## src/sha512_pkg.sv

```systemverilog
// SHA-512 word, block and digest types, round constants, initial values, mode bit and core states
package sha512_pkg;

  // --------------------------------------------------
  // Types
  // --------------------------------------------------
  // One hash word
  typedef logic [63:0] word_t;
  // Pre-padded message block, word 0 in the top bits
  typedef logic [1023:0] block_t;
  // Eight-word hash state, H0 in the top bits
  typedef logic [511:0] digest_t;
  // Round index, 0 to 79
  typedef logic [6:0] round_t;

  // Single mode bit
  localparam logic MODE_SHA_384 = 1'b0;
  localparam logic MODE_SHA_512 = 1'b1;

  // Compression core FSM
  typedef enum logic [1:0] {
    CORE_IDLE,
    CORE_ROUND,
    CORE_DONE
  } core_state_t;

  // --------------------------------------------------
  // Round constants and initial hash values
  // --------------------------------------------------
  localparam word_t K [80] = '{
    64'h428a2f98d728ae22, 64'h7137449123ef65cd, 64'hb5c0fbcfec4d3b2f, 64'he9b5dba58189dbbc,
    64'h3956c25bf348b538, 64'h59f111f1b605d019, 64'h923f82a4af194f9b, 64'hab1c5ed5da6d8118,
    64'hd807aa98a3030242, 64'h12835b0145706fbe, 64'h243185be4ee4b28c, 64'h550c7dc3d5ffb4e2,
    64'h72be5d74f27b896f, 64'h80deb1fe3b1696b1, 64'h9bdc06a725c71235, 64'hc19bf174cf692694,
    64'he49b69c19ef14ad2, 64'hefbe4786384f25e3, 64'h0fc19dc68b8cd5b5, 64'h240ca1cc77ac9c65,
    64'h2de92c6f592b0275, 64'h4a7484aa6ea6e483, 64'h5cb0a9dcbd41fbd4, 64'h76f988da831153b5,
    64'h983e5152ee66dfab, 64'ha831c66d2db43210, 64'hb00327c898fb213f, 64'hbf597fc7beef0ee4,
    64'hc6e00bf33da88fc2, 64'hd5a79147930aa725, 64'h06ca6351e003826f, 64'h142929670a0e6e70,
    64'h27b70a8546d22ffc, 64'h2e1b21385c26c926, 64'h4d2c6dfc5ac42aed, 64'h53380d139d95b3df,
    64'h650a73548baf63de, 64'h766a0abb3c77b2a8, 64'h81c2c92e47edaee6, 64'h92722c851482353b,
    64'ha2bfe8a14cf10364, 64'ha81a664bbc423001, 64'hc24b8b70d0f89791, 64'hc76c51a30654be30,
    64'hd192e819d6ef5218, 64'hd69906245565a910, 64'hf40e35855771202a, 64'h106aa07032bbd1b8,
    64'h19a4c116b8d2d0c8, 64'h1e376c085141ab53, 64'h2748774cdf8eeb99, 64'h34b0bcb5e19b48a8,
    64'h391c0cb3c5c95a63, 64'h4ed8aa4ae3418acb, 64'h5b9cca4f7763e373, 64'h682e6ff3d6b2b8a3,
    64'h748f82ee5defb2fc, 64'h78a5636f43172f60, 64'h84c87814a1f0ab72, 64'h8cc702081a6439ec,
    64'h90befffa23631e28, 64'ha4506cebde82bde9, 64'hbef9a3f7b2c67915, 64'hc67178f2e372532b,
    64'hca273eceea26619c, 64'hd186b8c721c0c207, 64'heada7dd6cde0eb1e, 64'hf57d4f7fee6ed178,
    64'h06f067aa72176fba, 64'h0a637dc5a2c898a6, 64'h113f9804bef90dae, 64'h1b710b35131c471b,
    64'h28db77f523047d84, 64'h32caab7b40c72493, 64'h3c9ebe0a15c9bebc, 64'h431d67c49c100d4c,
    64'h4cc5d4becb3e42b6, 64'h597f299cfc657e2a, 64'h5fcb6fab3ad6faec, 64'h6c44198c4a475817
  };

  // SHA-512 start state
  localparam digest_t IV_512 = {
    64'h6a09e667f3bcc908, 64'hbb67ae8584caa73b, 64'h3c6ef372fe94f82b, 64'ha54ff53a5f1d36f1,
    64'h510e527fade682d1, 64'h9b05688c2b3e6c1f, 64'h1f83d9abfb41bd6b, 64'h5be0cd19137e2179
  };

  // SHA-384 start state, same compression with a different IV
  localparam digest_t IV_384 = {
    64'hcbbb9d5dc1059ed8, 64'h629a292a367cd507, 64'h9159015a3070dd17, 64'h152fecd8f70e5939,
    64'h67332667ffc00b31, 64'h8eb44a8768581511, 64'hdb0c2e0d64f98fa7, 64'h47b5481dbefa4fa4
  };

endpackage
```

## src/sha512_regs_pkg.sv

```systemverilog
// Register addresses, control and status bit positions and identity constants
package sha512_regs_pkg;

  // Identity and control
  localparam int unsigned ADDR_NAME    = 32'h000;
  localparam int unsigned ADDR_VERSION = 32'h008;
  localparam int unsigned ADDR_CTRL    = 32'h010;
  localparam int unsigned ADDR_STATUS  = 32'h018;

  // Sixteen block words and eight digest words, 8 bytes apart
  localparam int unsigned ADDR_BLOCK_START  = 32'h080;
  localparam int unsigned ADDR_BLOCK_END    = 32'h0f8;
  localparam int unsigned ADDR_DIGEST_START = 32'h100;
  localparam int unsigned ADDR_DIGEST_END   = 32'h138;

  // Interrupt block
  localparam int unsigned ADDR_INTR_STATUS = 32'h200;
  localparam int unsigned ADDR_INTR_ENABLE = 32'h208;
  localparam int unsigned ADDR_NOTIF_COUNT = 32'h210;
  localparam int unsigned ADDR_ERROR_COUNT = 32'h218;

  // Bit positions
  localparam int CTRL_INIT_BIT    = 0;
  localparam int CTRL_NEXT_BIT    = 1;
  localparam int CTRL_MODE_BIT    = 2;
  localparam int STATUS_READY_BIT = 0;
  localparam int STATUS_VALID_BIT = 1;
  localparam int INTR_ERROR_BIT   = 0;
  localparam int INTR_NOTIF_BIT   = 1;

  // ASCII identity words
  localparam sha512_pkg::word_t CORE_NAME    = "sha2-512";
  localparam sha512_pkg::word_t CORE_VERSION = "1.00";

endpackage

```

## src/sha512_core_if.sv

```systemverilog
// Command, block and digest signals between the register front end and the round core
`timescale 1ns/1ps

interface sha512_core_if;

  // Front end to core
  logic                  init;
  logic                  next;
  logic                  mode;
  sha512_pkg::block_t    block;

  // Core to front end
  logic                  ready;
  sha512_pkg::digest_t   digest;
  logic                  digest_valid;

  modport ctrl (output init, next, mode, block, input ready, digest, digest_valid);
  modport core (input init, next, mode, block, output ready, digest, digest_valid);

endinterface

```

## src/sha512_reg_if.sv

```systemverilog
// Register front end with address decode, block, control, status and digest registers
`timescale 1ns/1ps

module sha512_reg_if #(
  parameter int ADDR_WIDTH = 12
) (
  input  logic                  clk,
  input  logic                  reset_n,
  input  logic                  cs,
  input  logic                  we,
  input  logic [ADDR_WIDTH-1:0] address,
  input  sha512_pkg::word_t     write_data,
  input  sha512_pkg::word_t     intr_rd_data,
  output sha512_pkg::word_t     read_data,
  output logic                  err,
  output logic                  done_pulse,
  output logic                  err_pulse,
  output logic                  intr_wr,
  output logic [1:0]            intr_sel,
  sha512_core_if.ctrl           core
);

  // Block words and digest copy
  sha512_pkg::word_t   block_q [16];
  sha512_pkg::digest_t digest_q;

  // Command pulses, mode and registered core status
  logic init_q;
  logic next_q;
  logic mode_q;
  logic ready_q;
  logic valid_q;

  // Decode
  logic              aligned;
  logic              block_hit;
  logic              digest_hit;
  logic              intr_hit;
  logic              hit;
  logic              writable;
  logic              wr_ok;
  logic              ctrl_we;
  logic              block_we;
  logic [3:0]        blk_idx;
  logic [2:0]        dig_idx;
  sha512_pkg::word_t rd_word;

  // --------------------------------------------------
  // Address decode
  // --------------------------------------------------
  // Only 8-byte aligned addresses select a register
  assign aligned    = (address[2:0] == 3'b000);
  assign block_hit  = aligned && (address >= sha512_regs_pkg::ADDR_BLOCK_START)
                      && (address <= sha512_regs_pkg::ADDR_BLOCK_END);
  assign digest_hit = aligned && (address >= sha512_regs_pkg::ADDR_DIGEST_START)
                      && (address <= sha512_regs_pkg::ADDR_DIGEST_END);
  assign intr_hit   = aligned && (address >= sha512_regs_pkg::ADDR_INTR_STATUS)
                      && (address <= sha512_regs_pkg::ADDR_ERROR_COUNT);
  assign blk_idx    = address[6:3];
  assign dig_idx    = address[5:3];

  always_comb
  begin : decode
    hit      = 1'b1;
    writable = 1'b0;
    rd_word  = '0;
    if (block_hit)
    begin
      writable = 1'b1;
      rd_word  = block_q[blk_idx];
    end
    else if (digest_hit)
    begin
      rd_word = digest_q[(7 - dig_idx) * 64 +: 64];
      // SHA-384 keeps only words 0 to 5
      if ((mode_q == sha512_pkg::MODE_SHA_384) && (dig_idx >= 3'd6))
        rd_word = '0;
    end
    else if (intr_hit)
    begin
      // Status and enable take writes, the counters are read-only
      writable = (address == sha512_regs_pkg::ADDR_INTR_STATUS)
                 || (address == sha512_regs_pkg::ADDR_INTR_ENABLE);
      rd_word  = intr_rd_data;
    end
    else
    begin
      case (address)
        sha512_regs_pkg::ADDR_NAME:
          rd_word = sha512_regs_pkg::CORE_NAME;
        sha512_regs_pkg::ADDR_VERSION:
          rd_word = sha512_regs_pkg::CORE_VERSION;
        sha512_regs_pkg::ADDR_CTRL:
        begin
          writable = 1'b1;
          rd_word[sha512_regs_pkg::CTRL_INIT_BIT] = init_q;
          rd_word[sha512_regs_pkg::CTRL_NEXT_BIT] = next_q;
          rd_word[sha512_regs_pkg::CTRL_MODE_BIT] = mode_q;
        end
        sha512_regs_pkg::ADDR_STATUS:
        begin
          rd_word[sha512_regs_pkg::STATUS_READY_BIT] = ready_q;
          rd_word[sha512_regs_pkg::STATUS_VALID_BIT] = valid_q;
        end
        default:
          hit = 1'b0;
      endcase
    end
  end

  // Undefined address, or a write to a read-only register
  assign err       = cs && (!hit || (we && !writable));
  assign err_pulse = err;
  assign wr_ok     = cs && we && hit && writable;
  assign ctrl_we   = wr_ok && (address == sha512_regs_pkg::ADDR_CTRL);
  assign block_we  = wr_ok && block_hit;
  assign read_data = (cs && !we) ? rd_word : '0;

  // Interrupt register index counts 8-byte steps from INTR_STATUS
  assign intr_wr    = wr_ok && intr_hit;
  assign intr_sel   = 2'((address - sha512_regs_pkg::ADDR_INTR_STATUS) >> 3);
  assign done_pulse = core.digest_valid && !valid_q;

  // --------------------------------------------------
  // Core connection
  // --------------------------------------------------
  assign core.init = init_q;
  assign core.next = next_q;
  assign core.mode = mode_q;

  // Word 0 lands in the top bits of the block
  always_comb
  begin : pack_block
    for (int i = 0; i < 16; i++)
      core.block[1023 - 64*i -: 64] = block_q[i];
  end

  always_ff @(posedge clk or negedge reset_n)
  begin : ctrl_regs
    if (!reset_n)
    begin
      init_q  <= 1'b0;
      next_q  <= 1'b0;
      mode_q  <= sha512_pkg::MODE_SHA_512;
      ready_q <= 1'b0;
      valid_q <= 1'b0;
    end
    else
    begin
      // init and next live for one cycle after the CTRL write
      init_q  <= ctrl_we && write_data[sha512_regs_pkg::CTRL_INIT_BIT];
      next_q  <= ctrl_we && write_data[sha512_regs_pkg::CTRL_NEXT_BIT];
      if (ctrl_we)
        mode_q <= write_data[sha512_regs_pkg::CTRL_MODE_BIT];
      ready_q <= core.ready;
      valid_q <= core.digest_valid;
    end
  end

  always_ff @(posedge clk)
  begin : data_regs
    if (block_we)
      block_q[blk_idx] <= write_data;
    // Digest held from completion until the next completion
    if (done_pulse)
      digest_q <= core.digest;
  end

endmodule

```

## src/flat_wrapper.sv

```systemverilog
// flat-port wrapper written by rule: the top's interface ports become plain ports
module sha512_reg_if_flat 
#(
  parameter int ADDR_WIDTH = 12
)
  (clk, reset_n, cs, we, address, write_data, intr_rd_data, read_data, err, done_pulse, err_pulse, intr_wr, intr_sel, core_init, core_next, core_mode, core_block, core_ready, core_digest, core_digest_valid);
  sha512_core_if core_i ();
  input  logic clk;
  input  logic reset_n;
  input  logic cs;
  input  logic we;
  input  logic [ADDR_WIDTH-1:0] address;
  input  sha512_pkg::word_t write_data;
  input  sha512_pkg::word_t intr_rd_data;
  output sha512_pkg::word_t read_data;
  output logic err;
  output logic done_pulse;
  output logic err_pulse;
  output logic intr_wr;
  output logic [1:0] intr_sel;
  output wire logic [$bits(core_i.init)-1:0] core_init;
  output wire logic [$bits(core_i.next)-1:0] core_next;
  output wire logic [$bits(core_i.mode)-1:0] core_mode;
  output wire logic [$bits(core_i.block)-1:0] core_block;
  input wire logic [$bits(core_i.ready)-1:0] core_ready;
  input wire logic [$bits(core_i.digest)-1:0] core_digest;
  input wire logic [$bits(core_i.digest_valid)-1:0] core_digest_valid;
  assign core_init = core_i.init;
  assign core_next = core_i.next;
  assign core_mode = core_i.mode;
  assign core_block = core_i.block;
  assign core_i.ready = core_ready;
  assign core_i.digest = core_digest;
  assign core_i.digest_valid = core_digest_valid;
  sha512_reg_if #(.ADDR_WIDTH(ADDR_WIDTH)) u_core (.clk(clk), .reset_n(reset_n), .cs(cs), .we(we), .address(address), .write_data(write_data), .intr_rd_data(intr_rd_data), .read_data(read_data), .err(err), .done_pulse(done_pulse), .err_pulse(err_pulse), .intr_wr(intr_wr), .intr_sel(intr_sel), .core(core_i));
endmodule
```

## config.mk

```make
export PLATFORM = sky130hd
export DESIGN_NAME = sha512_reg_if_flat
export DESIGN_NICKNAME = d
export VERILOG_FILES = /design/src/sha512_pkg.sv /design/src/sha512_regs_pkg.sv /design/src/sha512_core_if.sv /design/src/sha512_reg_if.sv /design/src/flat_wrapper.sv
export SDC_FILE = /design/constraint.sdc
export NUM_CORES = 2
export LEC_CHECK = 0
export BUFFER_PORTS_ARGS = -buffer_cell sky130_fd_sc_hd__buf_2
export CORE_AREA = 2 2 678 680
export DETAILED_ROUTE_END_ITERATION = 8
export DIE_AREA = 0 0 680 682
export GPL_TIMING_DRIVEN = 0
export PLACE_DENSITY = 0.4
export SLEW_MARGIN = 20
export SYNTH_ARGS = -nofsm -noshare
export SYNTH_HDL_FRONTEND = slang
export SYNTH_SLANG_ARGS = --single-unit
```

## constraint.sdc

```tcl
create_clock -name clk -period 44.4 [get_ports clk]
set_clock_uncertainty 0.1 [all_clocks]
set_input_delay 8.88 -clock clk [delete_from_list [all_inputs] [get_ports clk]]
set_output_delay 8.88 -clock clk [all_outputs]
set_load 0.05 [all_outputs]
```

==> results.cfg <==
[power_and_ir_drop]
power.density_mw_per_mm2 = 40.23
totalPowerFinal_uw = 3461
swShare_pct = 25.03
intPower_uw = 2595
irDropWorstVdd_mv = 0.02803
p_comb_share_pct = 6.5
seqPwrFrac_pct = 47.2
p_switching_uw = 866.2
p_leak_uw = 0.02996
p_clk_share_pct = 46.3

[synth]
synth_cell_types = 66
syn_nets = 3315
yosys-top-cells-area = edfxtp_1 78%, mux4_2 14%, mux2i_1 1.1%
synth_top_area_cell = edfxtp_1
yosysWarnings = 0
synth-seq-area-share_pct = 77.86
synth_top_area_share_pct = 77.64
synthCells = 2657
synth-async-reset-ratio_pct = 0.3245
synth_edf_count = 1536
synth-main-ff-cell = edfxtp_1
netlist_area_mm2 = 0.05940
ys_ff_latch = 1541
synth_area_per_cell_um2 = 22.36

[critical_path]
slowest_delay_ns = 1.02
crit_top_cell = buf_2
rr_startpoint = u_core.valid_q
critPathLaunchType = input pin
critPathLaunch = address[3]
rr_worst_depth = 7
crit_slowest_cell = mux2i_1
cp_cell_sequence = buf_2 -> buf_2 -> buf_4 -> buf_2 -> buf_2 -> buf_2 -> mux2i_1 -> a21oi_1 -> and3_1 -> buf_2
crit_family = buffers and inverters
crit_end = read_data[22]
worst_ep_required_time_ns = 35.42
cp_num_cells = 10
cp_max_fo = 15
regToRegSetupSlack_ns = 41.49
critPathArrivalTime_ns = 14.69
timing.rr.end = u_core.digest_q[418]
end_kind = output port
critPathKind = input pin to output port
crit_buf_inv = 7

[clock_network]
clkLatencyLatePin_ns = 0.89
cts_buffers = 195
cts_setup_buffers = 0
cts.htree.levels = 4
clk_path_buf_depth = 4
root_buffer = clkbuf_16
cts-resized-gates = 0
cts_sinks = 1541
cts_tree = done
hold_buffers = 0
clk_pin_slew_ns = 0.06

[floorplanning]
core_mm2 = 0.4574
ioPinCount = 1755
die-area_mm2 = 0.4638
initial_utilization_pct = 12.99
rows = 249
die_w_um = 680
die_h_um = 682

[drt]
dr.pass1.iters = 6
drc = 0
routed_via_density = 3.880
drtIter0Drc = 5506
vias = 42870
antenna_left = 0
finalWirelength_um = 483700
wl_per_cell_um = 43.78

[placement]
dp_cells = 10600
portBuffers = 1751
dp.final_hpwl_um = 407200
gp_congestion = 0.8577
pre_cts_slack_ns = 20.18

[cells_and_area]
drive_gt1_share_pct = 57.30
final_cells = 11050
layout_commonest_cell = buf_2
final_cell_mix = 1,850 x buf_2, 1,536 x edfxtp_1, 380 x mux4_2
nNetsFinal = 5429
area_delta_synth_final_pct = 44.81

[timing]
hold_viol = 0
maxSlewHeadroom_pct = 13.69
worst_pin_slew_ns = 1.295
finalCritPeriodShare_pct = 53.31
period_needed_ns = 23.67
fmax_mhz = 42.25
slew_violations = 0
fin_ws_ns = 20.73
setup_viol = 0
rsz0062_at_grt = no

[run]
drv_cap = 0

[grt]
top_usage_layer = met2
grt_max_degree = 32
use_met2_pct = 32.33
grt_pass1_vias = 41290
antenna_found_initial = 349
grt_util_met1_pct = 25.67
track_usage_pct = 20.02
grt_pass1_wl_um = 576800
gr-usage-met3_pct = 6.860
grt-ovfl-total = 0

[run_status]
status = finished clean

[worst_hold_path]
holdCritPathClass = flop to flop
-- through the flow --
stage	TNS (ns)	hold slack, ns	instance area [µm²]	utilization (%)
after floorplan	0	0.8393	59400	-
after global placement	-1066.92	1.968	75710	16.55
after detailed placement	0	0.8373	79620	17.41
after CTS	0	0.8645	85770	18.75
after global routing	0	0.8248	85850	18.77
final	0	0.8465	86020	18.81
-- synthesized netlist by cell type (9+ instances only) --
cell type	n
mux4_2	380
buf_2	93
o21ai_0	10
nor2_1	102
nor2b_1	9
o22ai_1	26
a31oi_1	9
buf_4	10
a31o_2	22
a21oi_1	45
a2111oi_0	53
buf_1	11
a221oi_1	56
nand2_1	79
edfxtp_1	1536
mux2i_1	63
clkbuf_1	47
-- layout make-up --
| class | count | area (µm²) |
|---|---|---|
| Inverter | 3 | 11.26 |
| Clock inverter | 127 | 1160 |
| Timing Repair Buffer | 1917 | 12080 |
| Fill cell | 49220 | 371300 |
| Antenna cell | 100 | 250.2 |
| Multi-Input combinational cell | 948 | 12900 |
| Buffer | 165 | 852.1 |
| Sequential cell | 1541 | 46250 |
| Tap cell | 6024 | 7537 |
| Clock buffer | 224 | 4989 |
-- state kept, by name (all words and copies together) (netlist names) --
| signal | cells |
|---|---|
| u_core.block_q | 1024 |
| u_core.digest_q | 512 |
| u_core.core.mode | 1 |
| u_core.core.next | 1 |
| u_core.ready_q | 1 |
| u_core.valid_q | 1 |
| u_core.core.init | 1 |
-- cell families after synthesis --
kind of cell | synth area share (%)
flops | 77.86
mux | 15.60
compound gates | 3.366
simple gates | 1.805
buf+inv | 1.371
-- per-layer routing --
metal | wire, µm | part of all wire (%) | up-vias
li1 | - | - | 15860
met1 | 198700 | 41 | 23040
met2 | 223300 | 46 | 3094
met3 | 47600 | 9.8 | 748
met4 | 13150 | 2.7 | 136
met5 | 900 | 0.19 | -
-- power groups by stage --
stage | Sequential (µW) | Combinational, µW | Clock [µW]
2_1_floorplan | 1680 | 78.5 | 0
3_3_place_gp | 1690 | 218 | 0
3_5_place_dp | 1660 | 232 | 0
4_1_cts | 1630 | 233 | 1640
5_1_grt | 1630 | 237 | 1690
6_report | 1630 | 225 | 1600
-- how the worst min path moves through the flow --
stage	from	end	slack, ns	cells after the start
3_5_place_dp	u_core.valid_q	u_core.digest_q[256]	0.84	1
6_report	u_core.valid_q	u_core.digest_q[128]	0.85	1
5_1_grt	u_core.valid_q	u_core.digest_q[128]	0.82	1
2_1_floorplan	u_core.core.mode	u_core.core.mode	0.84	2
3_3_place_gp	u_core.core.mode	u_core.core.mode	1.97	2
4_1_cts	u_core.valid_q	u_core.digest_q[128]	0.86	1
Power figures use the tool's default switching activity.
