--- src/sha512_pkg.sv ---
// SHA-512 word, block and digest types, round constants, initial values, mode bit and core states
package sha512_pkg;

  // --------------------------------------------------
  // Types
  // --------------------------------------------------
  // One hash word
  typedef logic [63:0] word_t;
  // Pre-padded message block, word 0 in the top bits
  typedef logic [1023:0] block_t;
  // Eight-word hash state, H0 in the top bits
  typedef logic [511:0] digest_t;
  // Round index, 0 to 79
  typedef logic [6:0] round_t;

  // Single mode bit
  localparam logic MODE_SHA_384 = 1'b0;
  localparam logic MODE_SHA_512 = 1'b1;

  // Compression core FSM
  typedef enum logic [1:0] {
    CORE_IDLE,
    CORE_ROUND,
    CORE_DONE
  } core_state_t;

  // --------------------------------------------------
  // Round constants and initial hash values
  // --------------------------------------------------
  localparam word_t K [80] = '{
    64'h428a2f98d728ae22, 64'h7137449123ef65cd, 64'hb5c0fbcfec4d3b2f, 64'he9b5dba58189dbbc,
    64'h3956c25bf348b538, 64'h59f111f1b605d019, 64'h923f82a4af194f9b, 64'hab1c5ed5da6d8118,
    64'hd807aa98a3030242, 64'h12835b0145706fbe, 64'h243185be4ee4b28c, 64'h550c7dc3d5ffb4e2,
    64'h72be5d74f27b896f, 64'h80deb1fe3b1696b1, 64'h9bdc06a725c71235, 64'hc19bf174cf692694,
    64'he49b69c19ef14ad2, 64'hefbe4786384f25e3, 64'h0fc19dc68b8cd5b5, 64'h240ca1cc77ac9c65,
    64'h2de92c6f592b0275, 64'h4a7484aa6ea6e483, 64'h5cb0a9dcbd41fbd4, 64'h76f988da831153b5,
    64'h983e5152ee66dfab, 64'ha831c66d2db43210, 64'hb00327c898fb213f, 64'hbf597fc7beef0ee4,
    64'hc6e00bf33da88fc2, 64'hd5a79147930aa725, 64'h06ca6351e003826f, 64'h142929670a0e6e70,
    64'h27b70a8546d22ffc, 64'h2e1b21385c26c926, 64'h4d2c6dfc5ac42aed, 64'h53380d139d95b3df,
    64'h650a73548baf63de, 64'h766a0abb3c77b2a8, 64'h81c2c92e47edaee6, 64'h92722c851482353b,
    64'ha2bfe8a14cf10364, 64'ha81a664bbc423001, 64'hc24b8b70d0f89791, 64'hc76c51a30654be30,
    64'hd192e819d6ef5218, 64'hd69906245565a910, 64'hf40e35855771202a, 64'h106aa07032bbd1b8,
    64'h19a4c116b8d2d0c8, 64'h1e376c085141ab53, 64'h2748774cdf8eeb99, 64'h34b0bcb5e19b48a8,
    64'h391c0cb3c5c95a63, 64'h4ed8aa4ae3418acb, 64'h5b9cca4f7763e373, 64'h682e6ff3d6b2b8a3,
    64'h748f82ee5defb2fc, 64'h78a5636f43172f60, 64'h84c87814a1f0ab72, 64'h8cc702081a6439ec,
    64'h90befffa23631e28, 64'ha4506cebde82bde9, 64'hbef9a3f7b2c67915, 64'hc67178f2e372532b,
    64'hca273eceea26619c, 64'hd186b8c721c0c207, 64'heada7dd6cde0eb1e, 64'hf57d4f7fee6ed178,
    64'h06f067aa72176fba, 64'h0a637dc5a2c898a6, 64'h113f9804bef90dae, 64'h1b710b35131c471b,
    64'h28db77f523047d84, 64'h32caab7b40c72493, 64'h3c9ebe0a15c9bebc, 64'h431d67c49c100d4c,
    64'h4cc5d4becb3e42b6, 64'h597f299cfc657e2a, 64'h5fcb6fab3ad6faec, 64'h6c44198c4a475817
  };

  // SHA-512 start state
  localparam digest_t IV_512 = {
    64'h6a09e667f3bcc908, 64'hbb67ae8584caa73b, 64'h3c6ef372fe94f82b, 64'ha54ff53a5f1d36f1,
    64'h510e527fade682d1, 64'h9b05688c2b3e6c1f, 64'h1f83d9abfb41bd6b, 64'h5be0cd19137e2179
  };

  // SHA-384 start state, same compression with a different IV
  localparam digest_t IV_384 = {
    64'hcbbb9d5dc1059ed8, 64'h629a292a367cd507, 64'h9159015a3070dd17, 64'h152fecd8f70e5939,
    64'h67332667ffc00b31, 64'h8eb44a8768581511, 64'hdb0c2e0d64f98fa7, 64'h47b5481dbefa4fa4
  };

endpackage
--- src/sha512_regs_pkg.sv ---
// Register addresses, control and status bit positions and identity constants
package sha512_regs_pkg;

  // Identity and control
  localparam int unsigned ADDR_NAME    = 32'h000;
  localparam int unsigned ADDR_VERSION = 32'h008;
  localparam int unsigned ADDR_CTRL    = 32'h010;
  localparam int unsigned ADDR_STATUS  = 32'h018;

  // Sixteen block words and eight digest words, 8 bytes apart
  localparam int unsigned ADDR_BLOCK_START  = 32'h080;
  localparam int unsigned ADDR_BLOCK_END    = 32'h0f8;
  localparam int unsigned ADDR_DIGEST_START = 32'h100;
  localparam int unsigned ADDR_DIGEST_END   = 32'h138;

  // Interrupt block
  localparam int unsigned ADDR_INTR_STATUS = 32'h200;
  localparam int unsigned ADDR_INTR_ENABLE = 32'h208;
  localparam int unsigned ADDR_NOTIF_COUNT = 32'h210;
  localparam int unsigned ADDR_ERROR_COUNT = 32'h218;

  // Bit positions
  localparam int CTRL_INIT_BIT    = 0;
  localparam int CTRL_NEXT_BIT    = 1;
  localparam int CTRL_MODE_BIT    = 2;
  localparam int STATUS_READY_BIT = 0;
  localparam int STATUS_VALID_BIT = 1;
  localparam int INTR_ERROR_BIT   = 0;
  localparam int INTR_NOTIF_BIT   = 1;

  // ASCII identity words
  localparam sha512_pkg::word_t CORE_NAME    = "sha2-512";
  localparam sha512_pkg::word_t CORE_VERSION = "1.00";

endpackage

--- src/sha512_intr.sv ---
// Interrupt block with sticky status, enables, saturating event counters and interrupt outputs
`timescale 1ns/1ps

module sha512_intr (
  input  logic              clk,
  input  logic              reset_n,
  input  logic              done_pulse,
  input  logic              err_pulse,
  input  logic              intr_wr,
  input  logic [1:0]        intr_sel,
  input  sha512_pkg::word_t write_data,
  output sha512_pkg::word_t rd_data,
  output logic              error_intr,
  output logic              notif_intr
);

  localparam int ERR = sha512_regs_pkg::INTR_ERROR_BIT;
  localparam int NTF = sha512_regs_pkg::INTR_NOTIF_BIT;

  // Register index from the address map, in 8-byte steps
  localparam int unsigned BASE = sha512_regs_pkg::ADDR_INTR_STATUS;
  localparam logic [1:0] SEL_STATUS = 2'd0;
  localparam logic [1:0] SEL_ENABLE = 2'((sha512_regs_pkg::ADDR_INTR_ENABLE - BASE) >> 3);
  localparam logic [1:0] SEL_NOTIF  = 2'((sha512_regs_pkg::ADDR_NOTIF_COUNT - BASE) >> 3);

  logic [1:0]  sts_q;
  logic [1:0]  en_q;
  logic [15:0] notif_cnt_q;
  logic [15:0] error_cnt_q;
  logic        sts_wr;
  logic        en_wr;

  // Count up and hold at all ones
  function automatic logic [15:0] sat_inc(input logic [15:0] cnt);
    sat_inc = (cnt == 16'hffff) ? cnt : cnt + 16'd1;
  endfunction

  assign sts_wr     = intr_wr && (intr_sel == SEL_STATUS);
  assign en_wr      = intr_wr && (intr_sel == SEL_ENABLE);
  assign error_intr = sts_q[ERR] && en_q[ERR];
  assign notif_intr = sts_q[NTF] && en_q[NTF];

  always_ff @(posedge clk or negedge reset_n)
  begin : intr_regs
    if (!reset_n)
    begin
      sts_q       <= '0;
      en_q        <= '0;
      notif_cnt_q <= '0;
      error_cnt_q <= '0;
    end
    else
    begin
      // Write 1 to clear, a new event in the same cycle wins
      sts_q[ERR] <= err_pulse || (sts_q[ERR] && !(sts_wr && write_data[ERR]));
      sts_q[NTF] <= done_pulse || (sts_q[NTF] && !(sts_wr && write_data[NTF]));
      if (en_wr)
      begin
        en_q[ERR] <= write_data[ERR];
        en_q[NTF] <= write_data[NTF];
      end
      if (done_pulse)
        notif_cnt_q <= sat_inc(notif_cnt_q);
      if (err_pulse)
        error_cnt_q <= sat_inc(error_cnt_q);
    end
  end

  always_comb
  begin : read_mux
    rd_data = '0;
    case (intr_sel)
      SEL_STATUS: rd_data[1:0]  = sts_q;
      SEL_ENABLE: rd_data[1:0]  = en_q;
      SEL_NOTIF:  rd_data[15:0] = notif_cnt_q;
      default:    rd_data[15:0] = error_cnt_q;
    endcase
  end

endmodule

--- config.mk ---
export PLATFORM = sky130hd
export DESIGN_NAME = sha512_intr
export DESIGN_NICKNAME = d
export VERILOG_FILES = /design/src/sha512_pkg.sv /design/src/sha512_regs_pkg.sv /design/src/sha512_intr.sv
export SDC_FILE = /design/constraint.sdc
export NUM_CORES = 1
export LEC_CHECK = 0
export ABC_AREA = 0
export BUFFER_PORTS_ARGS = -buffer_cell sky130_fd_sc_hd__buf_2
export CELL_PAD_IN_SITES_DETAIL_PLACEMENT = 1
export CELL_PAD_IN_SITES_GLOBAL_PLACEMENT = 1
export CORE_MARGIN = 2
export CORE_UTILIZATION = 32
export DETAILED_ROUTE_END_ITERATION = 8
export GPL_TIMING_DRIVEN = 0
export HOLD_SLACK_MARGIN = 0.08
export PLACE_DENSITY_LB_ADDON = 0.1
export SYNTH_ARGS = -nofsm -noshare
export SYNTH_HDL_FRONTEND = slang
export SYNTH_SLANG_ARGS = --single-unit
--- constraint.sdc ---
create_clock -name clk -period 2.5 [get_ports clk]
set_input_delay 0.375 -clock clk [delete_from_list [all_inputs] [get_ports clk]]
set_output_delay 0.375 -clock clk [all_outputs]
set_load 0.01 [all_outputs]
==> impl_summary.md, run 1 <==
STA
The final critical-path required period is 2.05 ns. Timing would allow up to 489 MHz. The final-layout worst hold slack is 0.196 ns. The portion of the clock cycle consumed by the worst path in the final layout is 81.8%. The worst slew margin relative to its limit is 43.4%. The slew of the pin with the lowest slew margin is 0.849 ns.

Setup repair after global routing left no endpoint under its margin. The count of final max-slew check failures was 0. The sum of negative setup slack is 0 ns. The clock skew after layout is 0.00544 ns. The hold violation total from the final report came to 0. The total of endpoints with negative setup slack in the final report is 0.

Clock network
TritonCTS built the clock tree. The number of instances resized during post-cts repair is 0. The root buffer cell chosen for the clock tree is sky130_fd_sc_hd__clkbuf_8.

The clock slew at the register clock pins of the worst setup and hold paths is 0.07 ns. The number of hold buffers added after cts is 0. The clock tree synthesis step divided the H-tree into 2 levels. In this run the post-CTS setup repair buffer count came out at 0.

The CTS buffer count is 5. The clock reaches the later pin of the worst-skew pair after 0.28 ns. The number of buffers on the longest clock path is 2. CTS saw 36 sinks.

Finish
The layout cell share with drive strength beyond 1 is 29.7%. Fill cells in the final layout number 883. The final-stage net count is 388. 0 antenna diodes ended up in the layout. The synthesis-to-finish area growth is 20.3%. The top cell types in the final layout, fill and taps aside, are sky130_fd_sc_hd__buf_4 (48), sky130_fd_sc_hd__conb_1 (48), sky130_fd_sc_hd__dfrtp_1 (36), sky130_fd_sc_hd__buf_2 (28).

The area of combinational cells with multiple inputs is 1260 sq um. After the flow finishes, the layout carries non-filler instances totaling 412. Summing all flip-flop and latch instances after layout gives 901 sq um.

Die
The number of placement rows is 31. The floorplan step set the die width to 90.3 um. For this configuration, the core starts out at a cell density of 33.0%.

In this run the count of I/O pins placed on the die edge is 137. The core area is 7210 sq um. The overall die area is 8150 sq um. The y dimension of the die is 90.3 um.

Critical path
The number of buffer and inverter instances along the worst setup path is 0. The largest single stage delay on the critical path is 0.53 ns. The endpoint required time on the critical path is 2.66 ns.

In this run the worst setup path begins at error_cnt_q[0]. Traced cell by cell, the critical path runs through ha_1 > nand4_1 > nor4_4 > nand2b_2 > mux2_1. Broken down by cell family, the worst path's largest delay share belongs to simple AND/OR/NAND/NOR gates. The startpoint-to-endpoint class of the critical path is reg -> reg. The worst setup path is launched from a register. The cell with the largest stage delay on the worst path is sky130_fd_sc_hd__nor4_4.

STA classifies the critical path endpoint as a register. At the worst endpoint, the arrival time is 2.21 ns. The startpoint of the most critical register-to-register path is error_cnt_q[0]. The maximum fanout encountered on the critical timing path is 8.

Synthesis
The average size of a mapped cell is 10.0 sq um. The post-synthesis instance area is 2380 sq um. Sequential cells were found to cover 37.8% of the synthesized design area. By area the synthesized netlist is led by sky130_fd_sc_hd__dfrtp_1 (38%), sky130_fd_sc_hd__buf_4 (15%), sky130_fd_sc_hd__mux2i_1 (6.3%). The number of synthesized register bits is 36. Counting every instance in the synthesized netlist gives 238.

The number of synthesized flops with an enable pin is 0. The netlist uses 36 different library cells. In the synthesized netlist the async set-or-reset flop fraction comes to 100%. The most area-hungry cell type in the Yosys netlist is sky130_fd_sc_hd__dfrtp_1. For this run, the number of Yosys warnings is 0. The leading register cell type out of synthesis is sky130_fd_sc_hd__dfrtp_1.

The share of synthesized area in the top cell type comes to 37.8%.

Detailed routing
Summed over all layers, the routed wires come to 5100 um. The remaining routing DRC violations is 0. The first detailed-routing pass took 4 iterations. The vias after detailed routing is 1769. After detailed routing, the average wire length per cell comes to 12.4 um. After the first detailed-routing iteration, the DRC count stood at 54. The top layer reached by signal wires is met4. Wire segments on met3 add up to 212 um in the final route.

The total length of routed met2 wires is 2540 um. Once detail routing completed, the nets flagged for antenna violations numbered 0. The vias per cell is 4.29. The detailed-routing wirelength on met1 is 2290 um.

Place
The count of placed standard cells including taps is 407. The global placer's final weighted congestion is 0.741. The detailed-placement wirelength estimate is 4020 um. In this run the tool buffered the top-level ports with 23 buffer cells.

Pwr
The reported leakage power is 0.00146 uW. The design draws 1670 uW. The power density over the cells is 582 nW/um^2. The worst voltage drop across the vdd grid is 0.208 mV.

GRT
The initial antenna violation count came to 0. Entering global routing, the biggest net connects 37 pins. The total overflow left after global routing is 0.

The via count of the first global-routing pass is 1832. The first-pass GRT wire length is 8780 um. The total global routing track utilization is 13.1%.

Hold path
The path category of the worst min-delay check is in -> async.

Flow run
The number of maximum-capacitance constraint violations is 0.

Outcome
The flow ran to the end, and the final reports show no timing, DRC or antenna violations.
-- power breakdown --
| group | internal, uW | switching, uW | total [uW] |
|---|---|---|---|
| logic | 239 | 211 | 450 |
| registers | 693 | 158 | 851 |
| clock network | 180 | 187 | 367 |
-- stage by stage --
step	cell area (sq um)	setup WS (ns)	util [%]
floorplan	2560	0.752	-
global placement	2800	0.451	38.8
detailed placement	2800	0.449	38.8
CTS	2870	0.437	39.7
global route	2870	0.329	39.7
finish	2870	0.455	39.7
-- cell usage after synthesis (4+ instances only) --
master and count:
sky130_fd_sc_hd__and3_1 5, sky130_fd_sc_hd__buf_2 5, sky130_fd_sc_hd__o21ai_0 6, sky130_fd_sc_hd__mux2_2 4, sky130_fd_sc_hd__dfrtp_1 36, sky130_fd_sc_hd__a31oi_1 4
sky130_fd_sc_hd__mux2i_1 15, sky130_fd_sc_hd__buf_4 48, sky130_fd_sc_hd__nor3_1 5, sky130_fd_sc_hd__nand3_1 9, sky130_fd_sc_hd__and4_1 5, sky130_fd_sc_hd__nand2_1 12
sky130_fd_sc_hd__xnor2_1 15, sky130_fd_sc_hd__nand4_1 12, sky130_fd_sc_hd__xor2_1 7, sky130_fd_sc_hd__nor2_1 4, sky130_fd_sc_hd__nor2b_1 14
-- logic make-up (layout without fill, tap and decap cells) --
logic type / after synthesis / after routing / share of synthesized area [%]
xor+xnor: 22 / 22 / 8.09
other cells: 1 / 48 / 0.157
mux: 23 / 23 / 11.2
simple gates: 85 / 85 / 21.8
compound gates: 13 / 13 / 3.26
flops: 36 / 36 / 37.8
fa+ha+maj: 2 / 2 / 1.05
buf+inv: 56 / 84 / 16.6
-- final cells by class --
cell class                 instances  share of cell area, %
sequential                        36                   31.4
multi-input combinational        193                   44.0
clock buffer                       5                   2.40
timing repair buffer              23                   4.02
buffer                            55                   13.7
inverter                           1                  0.131
tap                               99                   4.32
-- state kept, by name (all words and copies together) (netlist names) --
name         count
sts_q            2
en_q             2
error_cnt_q     16
notif_cnt_q     16
-- path summary, 6_finish.rpt --
kind | to | slack (ns) | depth (start not counted)
worst max-delay path | error_cnt_q[1] | 0.45 | 5
min in group clk | en_q[0] | 0.35 | 2
worst min-delay path | error_cnt_q[5] | 0.20 | 1
worst min register to register | sts_q[0] | 0.50 | 1
worst max register to register | error_cnt_q[1] | 0.45 | 5
max in group asynchronous | notif_cnt_q[3] | 1.76 | 1
-- layer usage --
| layer | global-route usage, % | vias up |
|---|---|---|
| met5 | 0 | - |
| met4 | 3.85 | 0 |
| met3 | 2.50 | 5 |
| met2 | 22.8 | 39 |
| met1 | 16.4 | 835 |
| li1 | - | 890 |
No activity file was read; power rests on OpenSTA's default activity.
==> run 2, diff against run 1 <==
--- a/config.mk
+++ b/config.mk
@@ -5,12 +5,12 @@
 export SDC_FILE = /design/constraint.sdc
 export NUM_CORES = 1
 export LEC_CHECK = 0
-export ABC_AREA = 0
+export ABC_AREA = 1
 export BUFFER_PORTS_ARGS = -buffer_cell sky130_fd_sc_hd__buf_2
 export CELL_PAD_IN_SITES_DETAIL_PLACEMENT = 1
 export CELL_PAD_IN_SITES_GLOBAL_PLACEMENT = 1
 export CORE_MARGIN = 2
-export CORE_UTILIZATION = 32
+export CORE_UTILIZATION = 31
 export DETAILED_ROUTE_END_ITERATION = 8
 export GPL_TIMING_DRIVEN = 0
 export HOLD_SLACK_MARGIN = 0.08
==> constraint.sdc (replaced) <==
create_clock -name clk -period 1.9 [get_ports clk]
set_input_delay 0.285 -clock clk [delete_from_list [all_inputs] [get_ports clk]]
set_output_delay 0.285 -clock clk [all_outputs]
set_load 0.01 [all_outputs]
==> impl_summary.md, run 2 <==
Synthesis
The number of synthesized flops with an enable pin was 0 (unchanged). The yosys synthesis warning count is 0 (unchanged). The average size of a mapped cell is 6.96 sq um (-30%). The most area-hungry cell type in the Yosys netlist is sky130_fd_sc_hd__dfrtp_1.

The number of synthesized register bits is 36 (unchanged). The post-synthesis instance area came to 2760 sq um (+16%). The most used flip-flop cell after synthesis is sky130_fd_sc_hd__dfrtp_1. The async set or reset register ratio after synthesis is 100% (unchanged). The most frequent cell after synthesis is sky130_fd_sc_hd__nand2_1. The number of instances in the synthesized netlist came to 396 (+66%). The distinct cell type count of the synthesized netlist is 27 (-25%). By count the netlist is led by sky130_fd_sc_hd__nand2_1 (124), sky130_fd_sc_hd__inv_1 (52), sky130_fd_sc_hd__buf_4 (48). The part of the Yosys area used for sequential elements was 32.7% (-5.1 points). The top-area cell type share of the netlist area came to 32.7% (-5.1 points). Ranked by total cell area, the synthesized netlist is headed by sky130_fd_sc_hd__dfrtp_1 (33%), sky130_fd_sc_hd__nand2_1 (17%), sky130_fd_sc_hd__buf_4 (13%).

GRT
The total global routing track utilization is 15.9% (+2.8 points). The first-pass GRT wire length was 12300 um (+40%). The initial antenna violation count is 0 (unchanged). The via count of the first global-routing pass is 2579 (+41%). The total congestion overflow is 0 (unchanged).

The largest net degree at the start of global routing is 37 (unchanged).

Critical path
The startpoint of the most critical register-to-register path is error_cnt_q[0]. The category of the worst setup path launch point is an input port. The beginning of the critical path is intr_sel[1].

The worst-case register-to-register setup slack is 0.16 ns (-0.29 ns). The cell depth of the worst flop-to-flop path is 9 (+4). The endpoint required time on the critical path is 1.62 ns (-1.04 ns). The type of element capturing the critical path is an output port.

The critical path in this run is classified as in -> out. The arrival time at the worst endpoint is 1.47 ns (-0.74 ns). The capture instance of the worst register-to-register path is error_cnt_q[5]. The maximum fanout encountered on the critical timing path is 10 (+2). The capturing instance or port of the critical path is rd_data[5].

STA
Setup repair after global routing left no endpoint under its margin. Based on the critical path, the design can be clocked at up to 568 MHz. The final critical-path required period is 1.76 ns. The portion of the clock cycle consumed by the worst path in the final layout is 92.6%. The sum of negative setup slack is 0 ns (unchanged). The clock skew after layout was 0.0137 ns (+0.00827 ns).

The slew of the pin with the lowest slew margin is 0.916 ns (+0.0664 ns). The total of endpoints with negative setup slack in the final report is 0 (unchanged). The count of final max-slew check failures is 0 (unchanged). The worst slew margin relative to its limit was 39.0% (-4.4 points).

The final-layout worst hold slack is 0.113 ns (-0.0820 ns). The final critical-path setup slack is 0.140 ns (-0.315 ns). The hold violation total from the final report is 0 (unchanged).

Outcome
The flow ran to the end, and the final reports show no timing, DRC or antenna violations.

Clock network
TritonCTS built the clock tree. Clock tree synthesis selected as its root buffer the cell sky130_fd_sc_hd__clkbuf_8. The number of buffers on the longest clock path came to 2 (unchanged). The CTS buffer count is 5 (unchanged). The maximum level of the CTS H-tree was 2 (unchanged). The clock slew at the register clock pins of the worst setup and hold paths is 0.08 ns (about the same). The worst-skew pair later-pin latency is 0.31 ns (+0.03 ns).

The clock sink count came to 36 (unchanged). The number of instances resized during post-cts repair is 0 (unchanged). The number of hold buffers added after cts came to 0 (unchanged). The post-CTS setup repair buffer count is 0 (unchanged).

Finish
From synthesis to final layout, the design area changed by 18.8%. The final non-filler cell total is 584 (+42%). The number of diodes added for antenna fixing is 0 (unchanged).

The number of inserted filler cells in the final layout is 1190 (+35%). In the layout the commonest cells are sky130_fd_sc_hd__nand2_1 (124), sky130_fd_sc_hd__inv_1 (52), sky130_fd_sc_hd__buf_4 (48), sky130_fd_sc_hd__conb_1 (48), sky130_fd_sc_hd__dfrtp_1 (36). The final-stage net count is 549 (+41%). In the final layout, the registers with the most flip-flops are error_cnt_q: 16 flops, notif_cnt_q: 16 flops.

The layout cell share with drive strength beyond 1 was 23.1% (-6.6 points). The final design utilization is 37.7% (-2.0 points). The commonest non-fill, non-tap cell in the layout is sky130_fd_sc_hd__nand2_1.

Hold path
The path category of the worst min-delay check is in -> async.

Detailed routing
The residual antenna-violating net count after detailed routing is 0 (unchanged). The number of violations reported at the end of detailed-routing iteration 0 was 76 (+41%). The per-cell routed wire length is 12.5 um (+1.3%). The remaining routing DRC violations is 0 (unchanged). The vias per cell was 4.32 (+0.54%).

The vias after detailed routing came to 2521 (+43%). The wire length after detailed routing is 7330 um (+44%). The iteration count of the initial detailed-routing pass is 6 (+2).

Die
The width of the chip is 98.3 um (+8.9%). The core area is 8680 sq um (+20%). The y dimension of the die is 98.3 um (+8.9%). The initial core utilization is 31.7% (-1.3 points). The number of placement rows came to 34 (+9.7%). The overall die area came to 9660 sq um (+18%).

The I/O pin count is 137 (unchanged).

Pwr
The power density over the cells came to 710 nW/um^2 (+22%). The worst voltage drop across the vdd grid is 0.316 mV (+52%). The reported leakage power is 0.00177 uW (+21%).

Flow run
The number of maximum-capacitance constraint violations is 0 (unchanged).

Place
The number of buffer cells added on primary ports was 26 (+13%). The detailed-placement wirelength estimate is 5930 um (+48%). The global placer's final weighted congestion is 0.778 (+5.0%). The count of placed standard cells including taps is 577 (+42%). The minimum setup slack after placement was 0.147 ns (-0.302 ns).
==> run 2: layer usage <==
| metal | GRT usage [%] | vias up | share of wire, % |
|---|---|---|---|
| met5 | 0 | - | 0 |
| met4 | 3.16 | 0 | 0.91 |
| met3 | 3.22 | 6 | 2.9 |
| met2 | 28.3 | 27 | 50 |
| met1 | 20.0 | 1185 | 46 |
| li1 | - | 1303 | - |
==> run 2: cell type report <==
class | count | area (sq um) | share of cell area, %
Buffer | 52 | 390 | 11.9
Clock buffer | 6 | 72.6 | 2.22
Clock inverter | 1 | 5.00 | 0.153
Inverter | 55 | 206 | 6.30
Multi-Input combinational cell | 300 | 1430 | 43.8
Sequential cell | 36 | 901 | 27.5
Tap cell | 108 | 135 | 4.13
Timing Repair Buffer | 26 | 130 | 3.97
==> run 2: how the worst min path moves through the flow <==
stage	start	endpoint	slack [ns]
global route	reset_n	error_cnt_q[11]	0.18
floorplan	reset_n	en_q[0]	-0.01
global placement	reset_n	error_cnt_q[0]	0.47
CTS	reset_n	error_cnt_q[11]	0.13
detailed placement	reset_n	error_cnt_q[0]	0.47
finish	reset_n	error_cnt_q[11]	0.11
==> run 2: cell families after synthesis <==
logic type / Yosys count / synth area share, %
compound gates: 40 / 9.58
xor+xnor: 9 / 2.86
fa+ha+maj: 2 / 0.908
buf+inv: 107 / 21.7
flops: 36 / 32.7
other cells: 1 / 0.136
simple gates: 201 / 32.2
==> run 2: where the power goes <==
group / switching [uW] / internal [uW] / total (uW)
Combinational: 441 / 287 / 728
Sequential: 154 / 886 / 1040
Clock: 306 / 250 / 556
==> run 2: per-stage QoR <==
step / instance area, sq um / power (uW)
after floorplan: 2930 / 1580
after global placement: 3200 / 1770
after detailed placement: 3200 / 1790
after CTS: 3270 / 2360
after global routing: 3270 / 2490
final: 3270 / 2320
==> run 2: worst max-delay path: stages <==
cell and delay, ns:
sky130_fd_sc_hd__buf_2 0.12, sky130_fd_sc_hd__inv_1 0.09, sky130_fd_sc_hd__nor2_1 0.06, sky130_fd_sc_hd__inv_1 0.16, sky130_fd_sc_hd__buf_1 0.37, sky130_fd_sc_hd__o22ai_1 0.20
sky130_fd_sc_hd__buf_2 0.18
==> run 3, diff against run 2 <==
--- a/config.mk
+++ b/config.mk
@@ -7,14 +7,12 @@
 export LEC_CHECK = 0
 export ABC_AREA = 1
 export BUFFER_PORTS_ARGS = -buffer_cell sky130_fd_sc_hd__buf_2
-export CELL_PAD_IN_SITES_DETAIL_PLACEMENT = 1
-export CELL_PAD_IN_SITES_GLOBAL_PLACEMENT = 1
 export CORE_MARGIN = 2
-export CORE_UTILIZATION = 31
+export CORE_UTILIZATION = 47
 export DETAILED_ROUTE_END_ITERATION = 8
 export GPL_TIMING_DRIVEN = 0
 export HOLD_SLACK_MARGIN = 0.08
-export PLACE_DENSITY_LB_ADDON = 0.1
+export PLACE_DENSITY = 0.82
 export SYNTH_ARGS = -nofsm -noshare
 export SYNTH_HDL_FRONTEND = slang
 export SYNTH_SLANG_ARGS = --single-unit
==> impl_summary.md, run 3 (same netlist as run 2, synthesis figures left out) <==
Outcome
The run finished with clean final reports.

Clock network
The number of instances resized during post-cts repair was 0 (unchanged). CTS placed an instance of sky130_fd_sc_hd__clkbuf_8 at the clock tree root. TritonCTS built the clock tree. The worst-skew pair later-pin latency came to 0.30 ns (about the same). The clock slew at the register clock pins of the worst setup and hold paths was 0.07 ns (about the same). The clock sink count is 36 (unchanged). The number of buffers on the longest clock path is 2 (unchanged). The CTS buffer count is 5 (unchanged). The maximum level of the CTS H-tree was 2 (unchanged). The post-CTS setup repair buffer count came to 0 (unchanged).

The number of hold buffers added after cts is 0 (unchanged).

Place
The global placer's final weighted congestion was 0.899 (+16%). The detailed-placement wirelength estimate is 4710 um (-21%). The number of buffer cells added on primary ports came to 26 (unchanged). The minimum setup slack after placement came to 0.219 ns (+0.0718 ns).

GRT
The first-pass GRT wire length was 9640 um (-22%). The initial antenna violation count came to 0 (unchanged). The total congestion overflow is 0 (unchanged). The largest net degree at the start of global routing is 37 (unchanged).

The total global routing track utilization is 19.3% (+3.4 points). The via count of the first global-routing pass came to 2223 (-14%).

Pwr
The share of power burned in combinational logic is 31.0% (-0.3 points). The register share of total power is 44.6% (-0.2 points). The reported leakage power was 0.00178 uW (+0.25%). The worst voltage drop across the vdd grid was 0.575 mV (+82%). The clock network fraction of design power is 24.4% (+0.5 points). The net switching share of the total power is 36.8% (-1.9 points). The total net switching power came to 858 uW (-4.9%).

The internal power contribution is 1470 uW (+3.3%). The power density over the cells came to 718 nW/um^2 (+1.1%).

STA
The slew of the pin with the lowest slew margin is 0.817 ns (-0.0991 ns). The sum of negative setup slack came to 0 ns (unchanged). The portion of the clock cycle consumed by the worst path in the final layout is 90.2% (-2.4 points). The final critical-path required period was 1.71 ns (-0.0464 ns). The hold violation total from the final report came to 0 (unchanged). The total of endpoints with negative setup slack in the final report is 0 (unchanged). The final critical-path setup slack came to 0.186 ns (+0.0464 ns). The count of final max-slew check failures is 0 (unchanged). The clock skew after layout is 0.00680 ns (-0.00691 ns). The worst slew margin relative to its limit is 45.6% (+6.6 points). Setup repair after global routing left no endpoint under its margin. The peak clock frequency supported by timing is 584 MHz (+2.7%).

Critical path
The maximum fanout encountered on the critical timing path is 10 (unchanged). The worst setup path is launched from a register. The beginning of the critical path is notif_cnt_q[0].

The endpoint required time on the critical path is 2.13 ns (+0.51 ns). STA classifies the critical path endpoint as a register. In this design, the critical path's most frequently occurring cell is sky130_fd_sc_hd__nand2_1. The critical path goes through ha_1 > nand2_1 > nor2_8 > nand2_4 > nor2_4 > nor2_4 > buf_6 > nand2_1 > nand2_1. The critical path in this run is classified as reg -> reg. For this design, the slowest cell found on the critical path is sky130_fd_sc_hd__dfrtp_1. The delay of the slowest cell on the worst path is 0.42 ns (+0.05 ns). The arrival time at the worst endpoint came to 1.94 ns (+0.47 ns). The startpoint of the most critical register-to-register path is notif_cnt_q[0].

Finish
The largest registers in the layout are error_cnt_q: 16 flops, notif_cnt_q: 16 flops. The final-stage net count is 549 (unchanged). The number of diodes added for antenna fixing came to 0 (unchanged). The library cells used most frequently in the layout, excluding fill and tap cells, are sky130_fd_sc_hd__nand2_1 (124), sky130_fd_sc_hd__inv_1 (52), sky130_fd_sc_hd__buf_4 (48), sky130_fd_sc_hd__conb_1 (48), sky130_fd_sc_hd__dfrtp_1 (36). The layout cell share with drive strength beyond 1 came to 23.1% (-0.048 points). The commonest non-fill, non-tap cell in the layout is sky130_fd_sc_hd__nand2_1. The synthesis-to-finish area growth is 17.7%.

Die
The y dimension of the die is 80.6 um (-18%). The core area is 5570 sq um (-36%). The initial core utilization came to 49.4% (+18 points). The width of the chip is 80.6 um (-18%). The number of placement rows is 27 (-21%).

The I/O pin count came to 137 (unchanged). The overall die area is 6490 sq um (-33%).

Hold path
In this run the worst hold path is classified as in -> async.

Detailed routing
The vias after detailed routing is 2545 (+0.95%). The remaining routing DRC violations is 0 (unchanged). The vias per cell was 4.64 (+7.4%).

The number of violations reported at the end of detailed-routing iteration 0 is 180 (+140%). The per-cell routed wire length is 10.9 um (-13%). The wire length after detailed routing is 5990 um (-18%). The iteration count of the initial detailed-routing pass is 4 (-2). The residual antenna-violating net count after detailed routing was 0 (unchanged).

Flow run
The number of maximum-capacitance constraint violations is 0 (unchanged).
[run 3: metal layers]
| layer | share of wire, % | global-route usage, % | up-vias |
|---|---|---|---|
| met5 | 0 | 0 | - |
| met4 | 2.7 | 9.66 | 0 |
| met3 | 6.5 | 3.93 | 17 |
| met2 | 50 | 32.8 | 87 |
| met1 | 40 | 23.1 | 1141 |
| li1 | - | - | 1300 |
[run 3: worst paths after layout]
kind | cells past startpoint | end | slack [ns]
worst max-delay path | 9 | notif_cnt_q[0] | 0.19
max in group asynchronous | 1 | en_q[1] | 1.30
worst max register to register | 9 | notif_cnt_q[0] | 0.19
min in group clk | 3 | sts_q[0] | 0.26
worst min register to register | 2 | notif_cnt_q[14] | 0.51
worst min-delay path | 1 | notif_cnt_q[9] | 0.07
[run 3: per-stage QoR]
stage                     std cells  power (uW)  utilization, %  cell area [sq um]  hold slack (ns)
after floorplan                 443        1580               -               2930          -0.0106
after global placement          541        1730            56.5               3150            0.419
after detailed placement        541        1760            56.5               3150            0.427
after CTS                       549        2330            58.2               3240            0.111
after global routing            549        2470            58.2               3240            0.146
final                           549        2330            58.2               3240           0.0741
[run 3: worst max-delay path: cells and delay by family, from the launching register on]
family        cells  cell delay (ns)
fa+ha+maj         1             0.24
buf+inv           1             0.20
flops             1             0.42
simple gates      7             0.79
[run 3: area by class of cell]
type                            count  area, sq um
Tap cell                           72         90.1
Timing Repair Buffer               26          130
Buffer                             52          390
Inverter                           55          206
Fill cell                         523         2330
Clock buffer                        8         90.1
Multi-Input combinational cell    300         1430
Sequential cell                    36          901
[run 3: power by group through the flow]
stage	logic (uW)	clock network, uW	registers [uW]
2_1_floorplan	567	0	1010
3_3_place_gp	692	0	1040
3_5_place_dp	713	0	1040
4_1_cts	718	582	1030
5_1_grt	805	609	1060
6_report	720	569	1040
